`config.mk`:
```
export PLATFORM = sky130hd
export DESIGN_NAME = top_zynq
export DESIGN_NICKNAME = d
export VERILOG_FILES = /design/src/zynq_shell_pkg.sv /design/src/axil_write_decoder.sv /design/src/shell_fifo.sv /design/src/axil_read_mux.sv /design/src/zynq_pl_shell.sv /design/src/top_zynq.sv
export SDC_FILE = /design/constraint.sdc
export NUM_CORES = 1
export LEC_CHECK = 0
export ABC_AREA = 1
export BUFFER_PORTS_ARGS = -buffer_cell sky130_fd_sc_hd__clkbuf_2
export CORE_UTILIZATION = 40
export CTS_CLUSTER_SIZE = 30
export DETAILED_ROUTE_END_ITERATION = 8
export PLACE_DENSITY_LB_ADDON = 0.25
export SETUP_SLACK_MARGIN = 0.5
export SLEW_MARGIN = 20
export SYNTH_ARGS = -nofsm -noshare
export SYNTH_HDL_FRONTEND = slang
export SYNTH_SLANG_ARGS = --single-unit
```
`constraint.sdc`:
```
create_clock -name aclk -period 4.1 [get_ports aclk]
set_clock_uncertainty 0.1 [all_clocks]
set_input_delay 0.205 -clock aclk [delete_from_list [all_inputs] [get_ports aclk]]
set_output_delay 0.205 -clock aclk [all_outputs]
set_load 0.1 [all_outputs]
```
`src/zynq_shell_pkg.sv`:
```
package zynq_shell_pkg;

   // ------------------------------------------------------------
   // bus widths
   // ------------------------------------------------------------
   localparam int AXIL_DATA_W = 32;
   localparam int AXIL_ADDR_W = 5;
   localparam int AXIL_STRB_W = AXIL_DATA_W / 8;

   // word slot index taken from address bits 4 to 2
   localparam int SLOT_W = AXIL_ADDR_W - 2;

   // FIFO geometry, the count needs one bit more than the pointer
   localparam int FIFO_DEPTH = 4;
   localparam int FIFO_CNT_W = 3;
   localparam int FIFO_PTR_W = $clog2(FIFO_DEPTH);

   typedef logic [AXIL_DATA_W-1:0] axil_data_t;
   typedef logic [AXIL_ADDR_W-1:0] axil_addr_t;
   typedef logic [AXIL_STRB_W-1:0] axil_strb_t;
   typedef logic [1:0]             axil_resp_t;

   localparam axil_resp_t RESP_OKAY   = 2'd0;
   localparam axil_resp_t RESP_SLVERR = 2'd2;

   // ------------------------------------------------------------
   // address map, one 32-bit word per slot
   // ------------------------------------------------------------
   localparam logic [SLOT_W-1:0] ADDR_CSR0    = 3'd0;
   localparam logic [SLOT_W-1:0] ADDR_CSR1    = 3'd1;
   localparam logic [SLOT_W-1:0] ADDR_PEER0   = 3'd2;
   localparam logic [SLOT_W-1:0] ADDR_PEER1   = 3'd3;
   localparam logic [SLOT_W-1:0] ADDR_FIFO_WR = 3'd4;
   localparam logic [SLOT_W-1:0] ADDR_FIFO_RD = 3'd5;
   localparam logic [SLOT_W-1:0] ADDR_FREE    = 3'd6;
   localparam logic [SLOT_W-1:0] ADDR_AVAIL   = 3'd7;

   // everything the master drives
   typedef struct packed {
      axil_addr_t aw_addr;
      logic       aw_valid;
      axil_data_t w_data;
      axil_strb_t w_strb;
      logic       w_valid;
      logic       b_ready;
      axil_addr_t ar_addr;
      logic       ar_valid;
      logic       r_ready;
   } axil_req_t;

   // everything the slave drives
   typedef struct packed {
      logic       aw_ready;
      logic       w_ready;
      axil_resp_t b_resp;
      logic       b_valid;
      logic       ar_ready;
      axil_data_t r_data;
      axil_resp_t r_resp;
      logic       r_valid;
   } axil_rsp_t;

   typedef struct packed {
      axil_data_t csr0;
      axil_data_t csr1;
   } csr_bank_t;

endpackage

```
`src/axil_write_decoder.sv`:
```
`timescale 1ns/1ps

module axil_write_decoder
(
   input  logic                       aclk,
   input  logic                       rst_n_i,
   input  zynq_shell_pkg::axil_req_t  req_i,
   output logic                       aw_ready_o,
   output logic                       w_ready_o,
   output logic                       b_valid_o,
   output zynq_shell_pkg::axil_resp_t b_resp_o,
   output zynq_shell_pkg::csr_bank_t  csr_o,
   output logic                       push_o,
   output zynq_shell_pkg::axil_data_t push_data_o,
   input  logic                       fifo_full_i
);
   import zynq_shell_pkg::*;

   logic [SLOT_W-1:0] wr_slot;
   logic              wr_accept;
   logic              fifo_reject;
   csr_bank_t         csr_q;
   logic              b_valid_q;
   axil_resp_t        b_resp_q;

   // replace only the bytes whose strobe is set
   function automatic axil_data_t merge_strb(
      axil_data_t old_word,
      axil_data_t new_word,
      axil_strb_t strb
   );
      axil_data_t merged;
      merged = old_word;
      for (int i = 0; i < AXIL_STRB_W; i++)
      begin
         if (strb[i])
         begin
            merged[8*i +: 8] = new_word[8*i +: 8];
         end
      end
      return merged;
   endfunction

   // ------------------------------------------------------------
   // handshake
   // ------------------------------------------------------------
   // address and data are taken together, and only while no response is pending
   assign wr_accept  = req_i.aw_valid & req_i.w_valid & ~b_valid_q;
   assign aw_ready_o = wr_accept;
   assign w_ready_o  = wr_accept;

   assign wr_slot     = req_i.aw_addr[AXIL_ADDR_W-1:2];
   assign fifo_reject = (wr_slot == ADDR_FIFO_WR) & fifo_full_i;

   // a word pushed into a full FIFO is lost, the response tells the master
   assign push_o      = wr_accept & (wr_slot == ADDR_FIFO_WR) & ~fifo_full_i;
   assign push_data_o = req_i.w_data;

   // ------------------------------------------------------------
   // control registers
   // ------------------------------------------------------------
   always_ff @(posedge aclk or negedge rst_n_i)
   begin
      if (!rst_n_i)
      begin
         csr_q <= '0;
      end
      else if (wr_accept)
      begin
         if (wr_slot == ADDR_CSR0)
         begin
            csr_q.csr0 <= merge_strb(csr_q.csr0, req_i.w_data, req_i.w_strb);
         end
         if (wr_slot == ADDR_CSR1)
         begin
            csr_q.csr1 <= merge_strb(csr_q.csr1, req_i.w_data, req_i.w_strb);
         end
      end
   end

   assign csr_o = csr_q;

   // ------------------------------------------------------------
   // write response
   // ------------------------------------------------------------
   always_ff @(posedge aclk or negedge rst_n_i)
   begin
      if (!rst_n_i)
      begin
         b_valid_q <= 1'b0;
      end
      else if (wr_accept)
      begin
         b_valid_q <= 1'b1;
      end
      else if (req_i.b_ready)
      begin
         b_valid_q <= 1'b0;
      end
   end

   always_ff @(posedge aclk)
   begin
      if (wr_accept)
      begin
         b_resp_q <= fifo_reject ? RESP_SLVERR : RESP_OKAY;
      end
   end

   assign b_valid_o = b_valid_q;
   assign b_resp_o  = b_resp_q;

endmodule

```
`src/shell_fifo.sv`:
```
`timescale 1ns/1ps

module shell_fifo
(
   input  logic                                  aclk,
   input  logic                                  rst_n_i,
   input  logic                                  push_i,
   input  zynq_shell_pkg::axil_data_t            data_i,
   input  logic                                  pop_i,
   output zynq_shell_pkg::axil_data_t            data_o,
   output logic                                  full_o,
   output logic                                  empty_o,
   output logic [zynq_shell_pkg::FIFO_CNT_W-1:0] count_o
);
   import zynq_shell_pkg::*;

   axil_data_t            mem [FIFO_DEPTH];
   logic [FIFO_PTR_W-1:0] wr_ptr;
   logic [FIFO_PTR_W-1:0] rd_ptr;
   logic [FIFO_CNT_W-1:0] count_q;
   logic                  do_push;
   logic                  do_pop;

   // requests that cannot be served are simply ignored
   assign do_push = push_i & ~full_o;
   assign do_pop  = pop_i & ~empty_o;

   always_ff @(posedge aclk)
   begin
      if (do_push)
      begin
         mem[wr_ptr] <= data_i;
      end
   end

   always_ff @(posedge aclk or negedge rst_n_i)
   begin
      if (!rst_n_i)
      begin
         wr_ptr  <= '0;
         rd_ptr  <= '0;
         count_q <= '0;
      end
      else
      begin
         if (do_push)
         begin
            wr_ptr <= (wr_ptr == FIFO_PTR_W'(FIFO_DEPTH - 1)) ? '0 : wr_ptr + 1'b1;
         end
         if (do_pop)
         begin
            rd_ptr <= (rd_ptr == FIFO_PTR_W'(FIFO_DEPTH - 1)) ? '0 : rd_ptr + 1'b1;
         end
         // simultaneous push and pop leaves the count where it is
         case ({do_push, do_pop})
            2'b10:   count_q <= count_q + 1'b1;
            2'b01:   count_q <= count_q - 1'b1;
            default: count_q <= count_q;
         endcase
      end
   end

   // head word is visible without waiting for a pop
   assign data_o  = mem[rd_ptr];
   assign full_o  = (count_q == FIFO_CNT_W'(FIFO_DEPTH));
   assign empty_o = (count_q == '0);
   assign count_o = count_q;

endmodule

```
`src/axil_read_mux.sv`:
```
`timescale 1ns/1ps

module axil_read_mux
(
   input  logic                                  aclk,
   input  logic                                  rst_n_i,
   input  zynq_shell_pkg::axil_req_t             req_i,
   output logic                                  ar_ready_o,
   output logic                                  r_valid_o,
   output zynq_shell_pkg::axil_data_t            r_data_o,
   output zynq_shell_pkg::axil_resp_t            r_resp_o,
   input  zynq_shell_pkg::csr_bank_t             csr_i,
   input  zynq_shell_pkg::csr_bank_t             peer_i,
   input  zynq_shell_pkg::axil_data_t            rd_data_i,
   input  logic                                  rd_empty_i,
   output logic                                  pop_o,
   input  logic [zynq_shell_pkg::FIFO_CNT_W-1:0] free_cnt_i,
   input  logic [zynq_shell_pkg::FIFO_CNT_W-1:0] avail_cnt_i
);
   import zynq_shell_pkg::*;

   logic [SLOT_W-1:0] rd_slot;
   logic              rd_accept;
   axil_data_t        rd_word;
   axil_resp_t        rd_resp;
   logic              r_valid_q;
   axil_data_t        r_data_q;
   axil_resp_t        r_resp_q;

   // one read in flight at a time
   assign ar_ready_o = ~r_valid_q;
   assign rd_accept  = req_i.ar_valid & ~r_valid_q;
   assign rd_slot    = req_i.ar_addr[AXIL_ADDR_W-1:2];

   // ------------------------------------------------------------
   // slot select
   // ------------------------------------------------------------
   always_comb
   begin
      rd_word = '0;
      rd_resp = RESP_OKAY;
      case (rd_slot)
         ADDR_CSR0:  rd_word = csr_i.csr0;
         ADDR_CSR1:  rd_word = csr_i.csr1;
         ADDR_PEER0: rd_word = peer_i.csr0;
         ADDR_PEER1: rd_word = peer_i.csr1;
         ADDR_FIFO_RD:
         begin
            // an empty FIFO answers with zero and an error
            if (rd_empty_i)
            begin
               rd_resp = RESP_SLVERR;
            end
            else
            begin
               rd_word = rd_data_i;
            end
         end
         ADDR_FREE:  rd_word = {{(AXIL_DATA_W - FIFO_CNT_W){1'b0}}, free_cnt_i};
         ADDR_AVAIL: rd_word = {{(AXIL_DATA_W - FIFO_CNT_W){1'b0}}, avail_cnt_i};
         // the FIFO write slot has nothing to show
         default:    rd_word = '0;
      endcase
   end

   assign pop_o = rd_accept & (rd_slot == ADDR_FIFO_RD) & ~rd_empty_i;

   // ------------------------------------------------------------
   // read response
   // ------------------------------------------------------------
   always_ff @(posedge aclk or negedge rst_n_i)
   begin
      if (!rst_n_i)
      begin
         r_valid_q <= 1'b0;
      end
      else if (rd_accept)
      begin
         r_valid_q <= 1'b1;
      end
      else if (req_i.r_ready)
      begin
         r_valid_q <= 1'b0;
      end
   end

   always_ff @(posedge aclk)
   begin
      if (rd_accept)
      begin
         r_data_q <= rd_word;
         r_resp_q <= rd_resp;
      end
   end

   assign r_valid_o = r_valid_q;
   assign r_data_o  = r_data_q;
   assign r_resp_o  = r_resp_q;

endmodule

```
`src/zynq_pl_shell.sv`:
```
`timescale 1ns/1ps

module zynq_pl_shell
(
   input  logic                       aclk,
   input  logic                       rst_n_i,
   input  zynq_shell_pkg::axil_req_t  req_i,
   output zynq_shell_pkg::axil_rsp_t  rsp_o,
   output zynq_shell_pkg::axil_data_t ps_to_pl_data_o,
   output logic                       ps_to_pl_v_o,
   input  logic                       ps_to_pl_yumi_i,
   input  zynq_shell_pkg::axil_data_t pl_to_ps_data_i,
   input  logic                       pl_to_ps_v_i,
   output logic                       pl_to_ps_ready_o,
   output zynq_shell_pkg::csr_bank_t  csr_o,
   input  zynq_shell_pkg::csr_bank_t  peer_i
);
   import zynq_shell_pkg::*;

   logic                  push;
   axil_data_t            push_data;
   logic                  ps_to_pl_full;
   logic                  ps_to_pl_empty;
   logic [FIFO_CNT_W-1:0] ps_to_pl_count;
   logic [FIFO_CNT_W-1:0] free_cnt;
   axil_data_t            pl_to_ps_head;
   logic                  pl_to_ps_full;
   logic                  pl_to_ps_empty;
   logic [FIFO_CNT_W-1:0] pl_to_ps_count;
   logic                  pop;

   axil_write_decoder u_wr (
      .aclk        (aclk),
      .rst_n_i     (rst_n_i),
      .req_i       (req_i),
      .aw_ready_o  (rsp_o.aw_ready),
      .w_ready_o   (rsp_o.w_ready),
      .b_valid_o   (rsp_o.b_valid),
      .b_resp_o    (rsp_o.b_resp),
      .csr_o       (csr_o),
      .push_o      (push),
      .push_data_o (push_data),
      .fifo_full_i (ps_to_pl_full)
   );

   // ------------------------------------------------------------
   // ps to pl direction, drained by the accelerator
   // ------------------------------------------------------------
   shell_fifo u_ps_to_pl (
      .aclk    (aclk),
      .rst_n_i (rst_n_i),
      .push_i  (push),
      .data_i  (push_data),
      .pop_i   (ps_to_pl_yumi_i),
      .data_o  (ps_to_pl_data_o),
      .full_o  (ps_to_pl_full),
      .empty_o (ps_to_pl_empty),
      .count_o (ps_to_pl_count)
   );

   assign ps_to_pl_v_o = ~ps_to_pl_empty;
   assign free_cnt     = FIFO_CNT_W'(FIFO_DEPTH) - ps_to_pl_count;

   // ------------------------------------------------------------
   // pl to ps direction, filled by the accelerator
   // ------------------------------------------------------------
   assign pl_to_ps_ready_o = ~pl_to_ps_full;

   shell_fifo u_pl_to_ps (
      .aclk    (aclk),
      .rst_n_i (rst_n_i),
      .push_i  (pl_to_ps_v_i & pl_to_ps_ready_o),
      .data_i  (pl_to_ps_data_i),
      .pop_i   (pop),
      .data_o  (pl_to_ps_head),
      .full_o  (pl_to_ps_full),
      .empty_o (pl_to_ps_empty),
      .count_o (pl_to_ps_count)
   );

   axil_read_mux u_rd (
      .aclk        (aclk),
      .rst_n_i     (rst_n_i),
      .req_i       (req_i),
      .ar_ready_o  (rsp_o.ar_ready),
      .r_valid_o   (rsp_o.r_valid),
      .r_data_o    (rsp_o.r_data),
      .r_resp_o    (rsp_o.r_resp),
      .csr_i       (csr_o),
      .peer_i      (peer_i),
      .rd_data_i   (pl_to_ps_head),
      .rd_empty_i  (pl_to_ps_empty),
      .pop_o       (pop),
      .free_cnt_i  (free_cnt),
      .avail_cnt_i (pl_to_ps_count)
   );

endmodule

```
`src/top_zynq.sv`:
```
`timescale 1ns/1ps

module top_zynq
(
   input  logic                      aclk,
   input  logic                      rst_n_i,
   input  zynq_shell_pkg::axil_req_t gp0_req_i,
   output zynq_shell_pkg::axil_rsp_t gp0_rsp_o,
   input  zynq_shell_pkg::axil_req_t gp1_req_i,
   output zynq_shell_pkg::axil_rsp_t gp1_rsp_o
);
   import zynq_shell_pkg::*;

   // index 0 belongs to the gp0 shell, index 1 to gp1
   axil_data_t [1:0] ps_to_pl_data;
   logic       [1:0] ps_to_pl_v;
   logic       [1:0] ps_to_pl_yumi;
   axil_data_t [1:0] pl_to_ps_data;
   logic       [1:0] pl_to_ps_v;
   logic       [1:0] pl_to_ps_ready;
   csr_bank_t  [1:0] csr;

   zynq_pl_shell shell0 (
      .aclk             (aclk),
      .rst_n_i          (rst_n_i),
      .req_i            (gp0_req_i),
      .rsp_o            (gp0_rsp_o),
      .ps_to_pl_data_o  (ps_to_pl_data[0]),
      .ps_to_pl_v_o     (ps_to_pl_v[0]),
      .ps_to_pl_yumi_i  (ps_to_pl_yumi[0]),
      .pl_to_ps_data_i  (pl_to_ps_data[0]),
      .pl_to_ps_v_i     (pl_to_ps_v[0]),
      .pl_to_ps_ready_o (pl_to_ps_ready[0]),
      .csr_o            (csr[0]),
      .peer_i           (csr[1])
   );

   zynq_pl_shell shell1 (
      .aclk             (aclk),
      .rst_n_i          (rst_n_i),
      .req_i            (gp1_req_i),
      .rsp_o            (gp1_rsp_o),
      .ps_to_pl_data_o  (ps_to_pl_data[1]),
      .ps_to_pl_v_o     (ps_to_pl_v[1]),
      .ps_to_pl_yumi_i  (ps_to_pl_yumi[1]),
      .pl_to_ps_data_i  (pl_to_ps_data[1]),
      .pl_to_ps_v_i     (pl_to_ps_v[1]),
      .pl_to_ps_ready_o (pl_to_ps_ready[1]),
      .csr_o            (csr[1]),
      .peer_i           (csr[0])
   );

   // ------------------------------------------------------------
   // stand-in accelerator
   // ------------------------------------------------------------
   // each port's outgoing FIFO loops into the other port's incoming FIFO;
   // a word leaves its source only when the destination takes it
   for (genvar k = 0; k < 2; k++)
   begin : g_cross
      assign pl_to_ps_data[k] = ps_to_pl_data[1-k];
      assign pl_to_ps_v[k]    = ps_to_pl_v[1-k];
      assign ps_to_pl_yumi[k] = pl_to_ps_v[1-k] & pl_to_ps_ready[1-k];
   end

endmodule

```
==> reports/metrics.csv <==
stage,metric,value,unit
detailed_routing,Routed Antenna Nets,0,
synthesis,sequential share of the synthesized area,69.2,%
clocking,htree depth,3,
critical_path,RR Startpoint,shell0.u_ps_to_pl.count_o[0],
sta,Final Hold Viols,0,
critical_path,Critical Path Stages,13,
synthesis,Async SR Flop Fraction,21.6,%
finish,share of post-route cells with drive strength above 1,11.5,%
critical_path,required time worst endpoint,4.52,ns
clocking,Worst-Skew Late Latency,0.63,ns
detailed_routing,vias after detailed routing,21628,
global_routing,Tot GR Track Use,21.3,%
sta,post-layout minimum cycle time,2.76,ns
critical_path,reg2reg end,shell0.u_ps_to_pl.count_o[2],
floorplanning,Die Area,0.0785,mm2
critical_path,Reg2Reg Depth,12,
place,IO Port Bufs,173,
synthesis,Mapped Cells,2873,
synthesis,Yosys warning count,0,
detailed_routing,drt pass-1 iters,6,
floorplanning,number of I/O pins,186,
synthesis,post-synth top area cell,edfxtp_1,
power,static leakage,14.5,nW
sta,Slew HR,26.6,%
synthesis,prevailing post-synth register cell,edfxtp_1,
power,NetSw,8.98,mW
synthesis,Synth top area share,56.3,%
critical_path,r2r setup slk,1.46,ns
clocking,Longest Clk Path Bufs,3,
place,routability cong.,0.848,
floorplanning,row count,101,
critical_path,slowest CP cell,dlygate4sd3_1,
power,switching share of power,35.1,%
power,portion of total power attributed to sequential cells,44.1,%
synthesis,top-count cell post-synth,edfxtp_1,
power,total chip power,25.6,mW
detailed_routing,DRC errors left,0,
critical_path,Setup Crit Path Kind,primary input to register,
finish,Area growth syn-to-layout,16.9,%
critical_path,most used cell along the critical path,nor2_1,
flow_run,# Max-Cap Violations,0,
detailed_routing,DR WL/cell,19.7,um
power,worst vdd ir,0.469,mV
synthesis,Post-synth top cells,"580 x edfxtp_1, 575 x nand2_1, 465 x nor2_1",
global_routing,pin count of the biggest net entering global routing,83,
sta,Pins Over Slew Limit,0,
synthesis,Avg Synthesized Cell Area,10.8,um2
sta,final setup TNS,0,ns
synthesis,Synth Cell Area,0.0310,mm2
floorplanning,core area,0.0762,mm2
power,Logic pwr share,28.5,%
critical_path,crit path cell chain,dlygate4sd3_1 -> clkbuf_2 -> nand2_1 -> dlygate4sd3_1 -> nor2_1 -> nand4_1 -> ha_1 -> inv_1 -> fa_1 -> nor2_1 -> nor2_1 -> nand2_1 -> xor2_1,
sta,Worst-Margin Slew,1.10,ns
floorplanning,die extent in x,280,um
finish,Inserted Diodes,0,
global_routing,first-pass GRT wire length,126000,um
critical_path,"slowest stage delay, CP",0.55,ns
global_routing,GR Overflow Total,0,
clocking,CTS sink cnt,740,
critical_path,CP endpoint kind,register,
global_routing,initial antenna violation count,3,
critical_path,Worst Path Arrival,3.18,ns
sta,post-route clock period utilization,67.4,%
synthesis,top area cells in the synthesized netlist,"edfxtp_1 56%, dfrtp_1 13%, o21ai_0 7.2%",
critical_path,Startpoint Class,primary input,
detailed_routing,first-iteration detailed-routing DRC count,1854,
global_routing,vias in the first global route,21548,
clocking,Worst-path clk slew,0.06,ns
place,DP HPWL,54200,um
floorplanning,die height,280,um
finish,# nets final,3241,
critical_path,CP bufs+invs,4,
synthesis,Synth Register Bits,740,
sta,RSZ-0062 raised after global routing,false,
detailed_routing,Vias/cell,5.15,
power,Clock power frac,27.4,%
power,Pint,16.6,mW
run_status,outcome,"complete, no violations",
critical_path,peak fanout along the critical path,9,
critical_path,family with the most delay on the worst path,buffers and inverters,
min_path,Hold WC Path Type,primary input to register,
synthesis,"Distinct cells, synth",32,
clocking,CTS Buf Count,79,
sta,maximum clock rate,362,MHz
power,cell area power density,706,mW/mm2
synthesis,"EDFF count, synth",580,
critical_path,crit path launch,gp0_req_i[8],
critical_path,Setup crit end,shell0.u_ps_to_pl.count_o[2],
detailed_routing,drt total wl,82800,um
clocking,clk root buf,clkbuf_16,
floorplanning,Initial Util,40.6,%
clocking,CTS tree,done,
sta,final setup violating endpoints,0,
## power groups by stage
stage                     clock (mW)  sequential, mW  combinational [mW]
after floorplan                    0            11.8                4.43
after global routing            7.41            11.4                8.15
after CTS                       7.11            11.3                7.35
final                           7.01            11.3                7.29
after detailed placement           0            11.4                7.24
after global placement             0            11.3                6.96
## per-stage QoR
step | instances | hold slack, ns | cell area (um2) | util (%) | setup slack, ns
final | 4199 | 0.0299 | 36200 | 47.5 | 1.34
after global routing | 4199 | 0.0682 | 36200 | 47.5 | 1.07
after CTS | 4199 | 0.00314 | 36200 | 47.5 | 1.32
after detailed placement | 3971 | 0.195 | 32800 | 43.1 | 1.40
after global placement | 3971 | 0.176 | 32800 | 43.1 | 1.42
after floorplan | 2876 | -0.191 | 31000 | - | 1.03
## placed cells by master (no fill, tap or decap), types with 2 or more instances in the layout
| master | count |
|---|---|
| xnor2_1 | 4 |
| dlygate4sd3_1 | 81 |
| clkinv_1 | 22 |
| clkinv_4 | 2 |
| clkbuf_8 | 4 |
| nand2_1 | 575 |
| nor3_2 | 2 |
| inv_1 | 219 |
| nand3_1 | 84 |
| clkbuf_2 | 172 |
| nor3b_2 | 2 |
| edfxtp_1 | 580 |
| a21oi_1 | 2 |
| inv_2 | 6 |
| o21ai_1 | 10 |
| clkbuf_1 | 18 |
| or2_2 | 2 |
| ha_1 | 30 |
| o22ai_1 | 64 |
| nand4_1 | 50 |
| dfrtp_2 | 3 |
| inv_6 | 3 |
| nor4_1 | 2 |
| buf_4 | 44 |
| nor2_1 | 448 |
| xor2_1 | 4 |
| conb_1 | 4 |
| clkinv_2 | 12 |
| fa_1 | 4 |
| clkbuf_16 | 85 |
| bufinv_16 | 5 |
| o21ai_0 | 444 |
| dfrtp_1 | 157 |
| nor2_2 | 17 |
## final cells by class
type,count,area [um2]
clock buffers,107,2250
well taps,1030,1290
inverters,230,866
multi-input cells,1753,8020
flip-flops and latches,740,21400
clock inverters,40,322
fillers,6844,40000
repair buffers,299,2030
## cell families (layout without fill, tap and decap cells)
logic type,count (synthesis),after routing,share of synthesized area [%]
DFF,740,740,69.2
xor gates and xnor gates,8,8,0.226
other,1,4,0.0121
adders and majority gates,34,34,1.47
and+or+nand+nor,1185,1185,15.3
AOI/OAI and AO/OA,522,522,8.75
buffers and inverters,383,676,5.08
## repair_timing
item | CTS | global route
hold buffers | 81 | 0
setup endpoints to repair | 0 | 0
endpoints found under the hold margin | 470 | 0
resized for setup | 0 | 0
setup buffers | 0 | 0
## worst min-delay path: cells and delay by family
kind / cells / cell delay, ns
buf+inv: 1 / 0.15
simple gates: 2 / 0.22
## flip-flops by register name (all words and copies together), names as in the netlist, 3 cells and up
register / flops
shell0.u_pl_to_ps.count_o: 3
shell1.u_pl_to_ps.mem: 128
shell0.u_wr.csr_o: 64
shell0.u_rd.r_data_o: 32
shell1.u_ps_to_pl.mem: 128
shell0.u_ps_to_pl.mem: 128
shell1.u_ps_to_pl.count_o: 3
shell1.u_wr.csr_o: 64
shell1.u_rd.r_data_o: 32
shell0.u_ps_to_pl.count_o: 3
shell1.u_pl_to_ps.count_o: 3
shell0.u_pl_to_ps.mem: 128
## how the worst min path moves through the flow
stage | start | endpoint | slack (ns) | cells after the start
floorplan | rst_n_i | shell0.u_pl_to_ps.count_o[0] | -0.19 | 0
global placement | rst_n_i | shell0.u_wr.b_valid_o | 0.18 | 1
detailed placement | rst_n_i | shell0.u_wr.b_valid_o | 0.19 | 1
CTS | gp1_req_i[6] | shell1.u_rd.r_resp_o[1] | 0.003 | 3
global route | gp1_req_i[6] | shell1.u_rd.r_resp_o[1] | 0.07 | 3
finish | gp1_req_i[6] | shell1.u_rd.r_resp_o[1] | 0.03 | 3
## routing by layer
| layer | vias up | part of all wire (%) | GRT usage [%] |
|---|---|---|---|
| li1 | 10180 | - | - |
| met1 | 10626 | 42 | 28.1 |
| met3 | 120 | 5.4 | 2.41 |
| met4 | 2 | 2.4 | 6.68 |
| met2 | 700 | 50 | 36.8 |
| met5 | - | 0.0097 | 0 |
No activity file was read; power rests on OpenSTA's default activity.
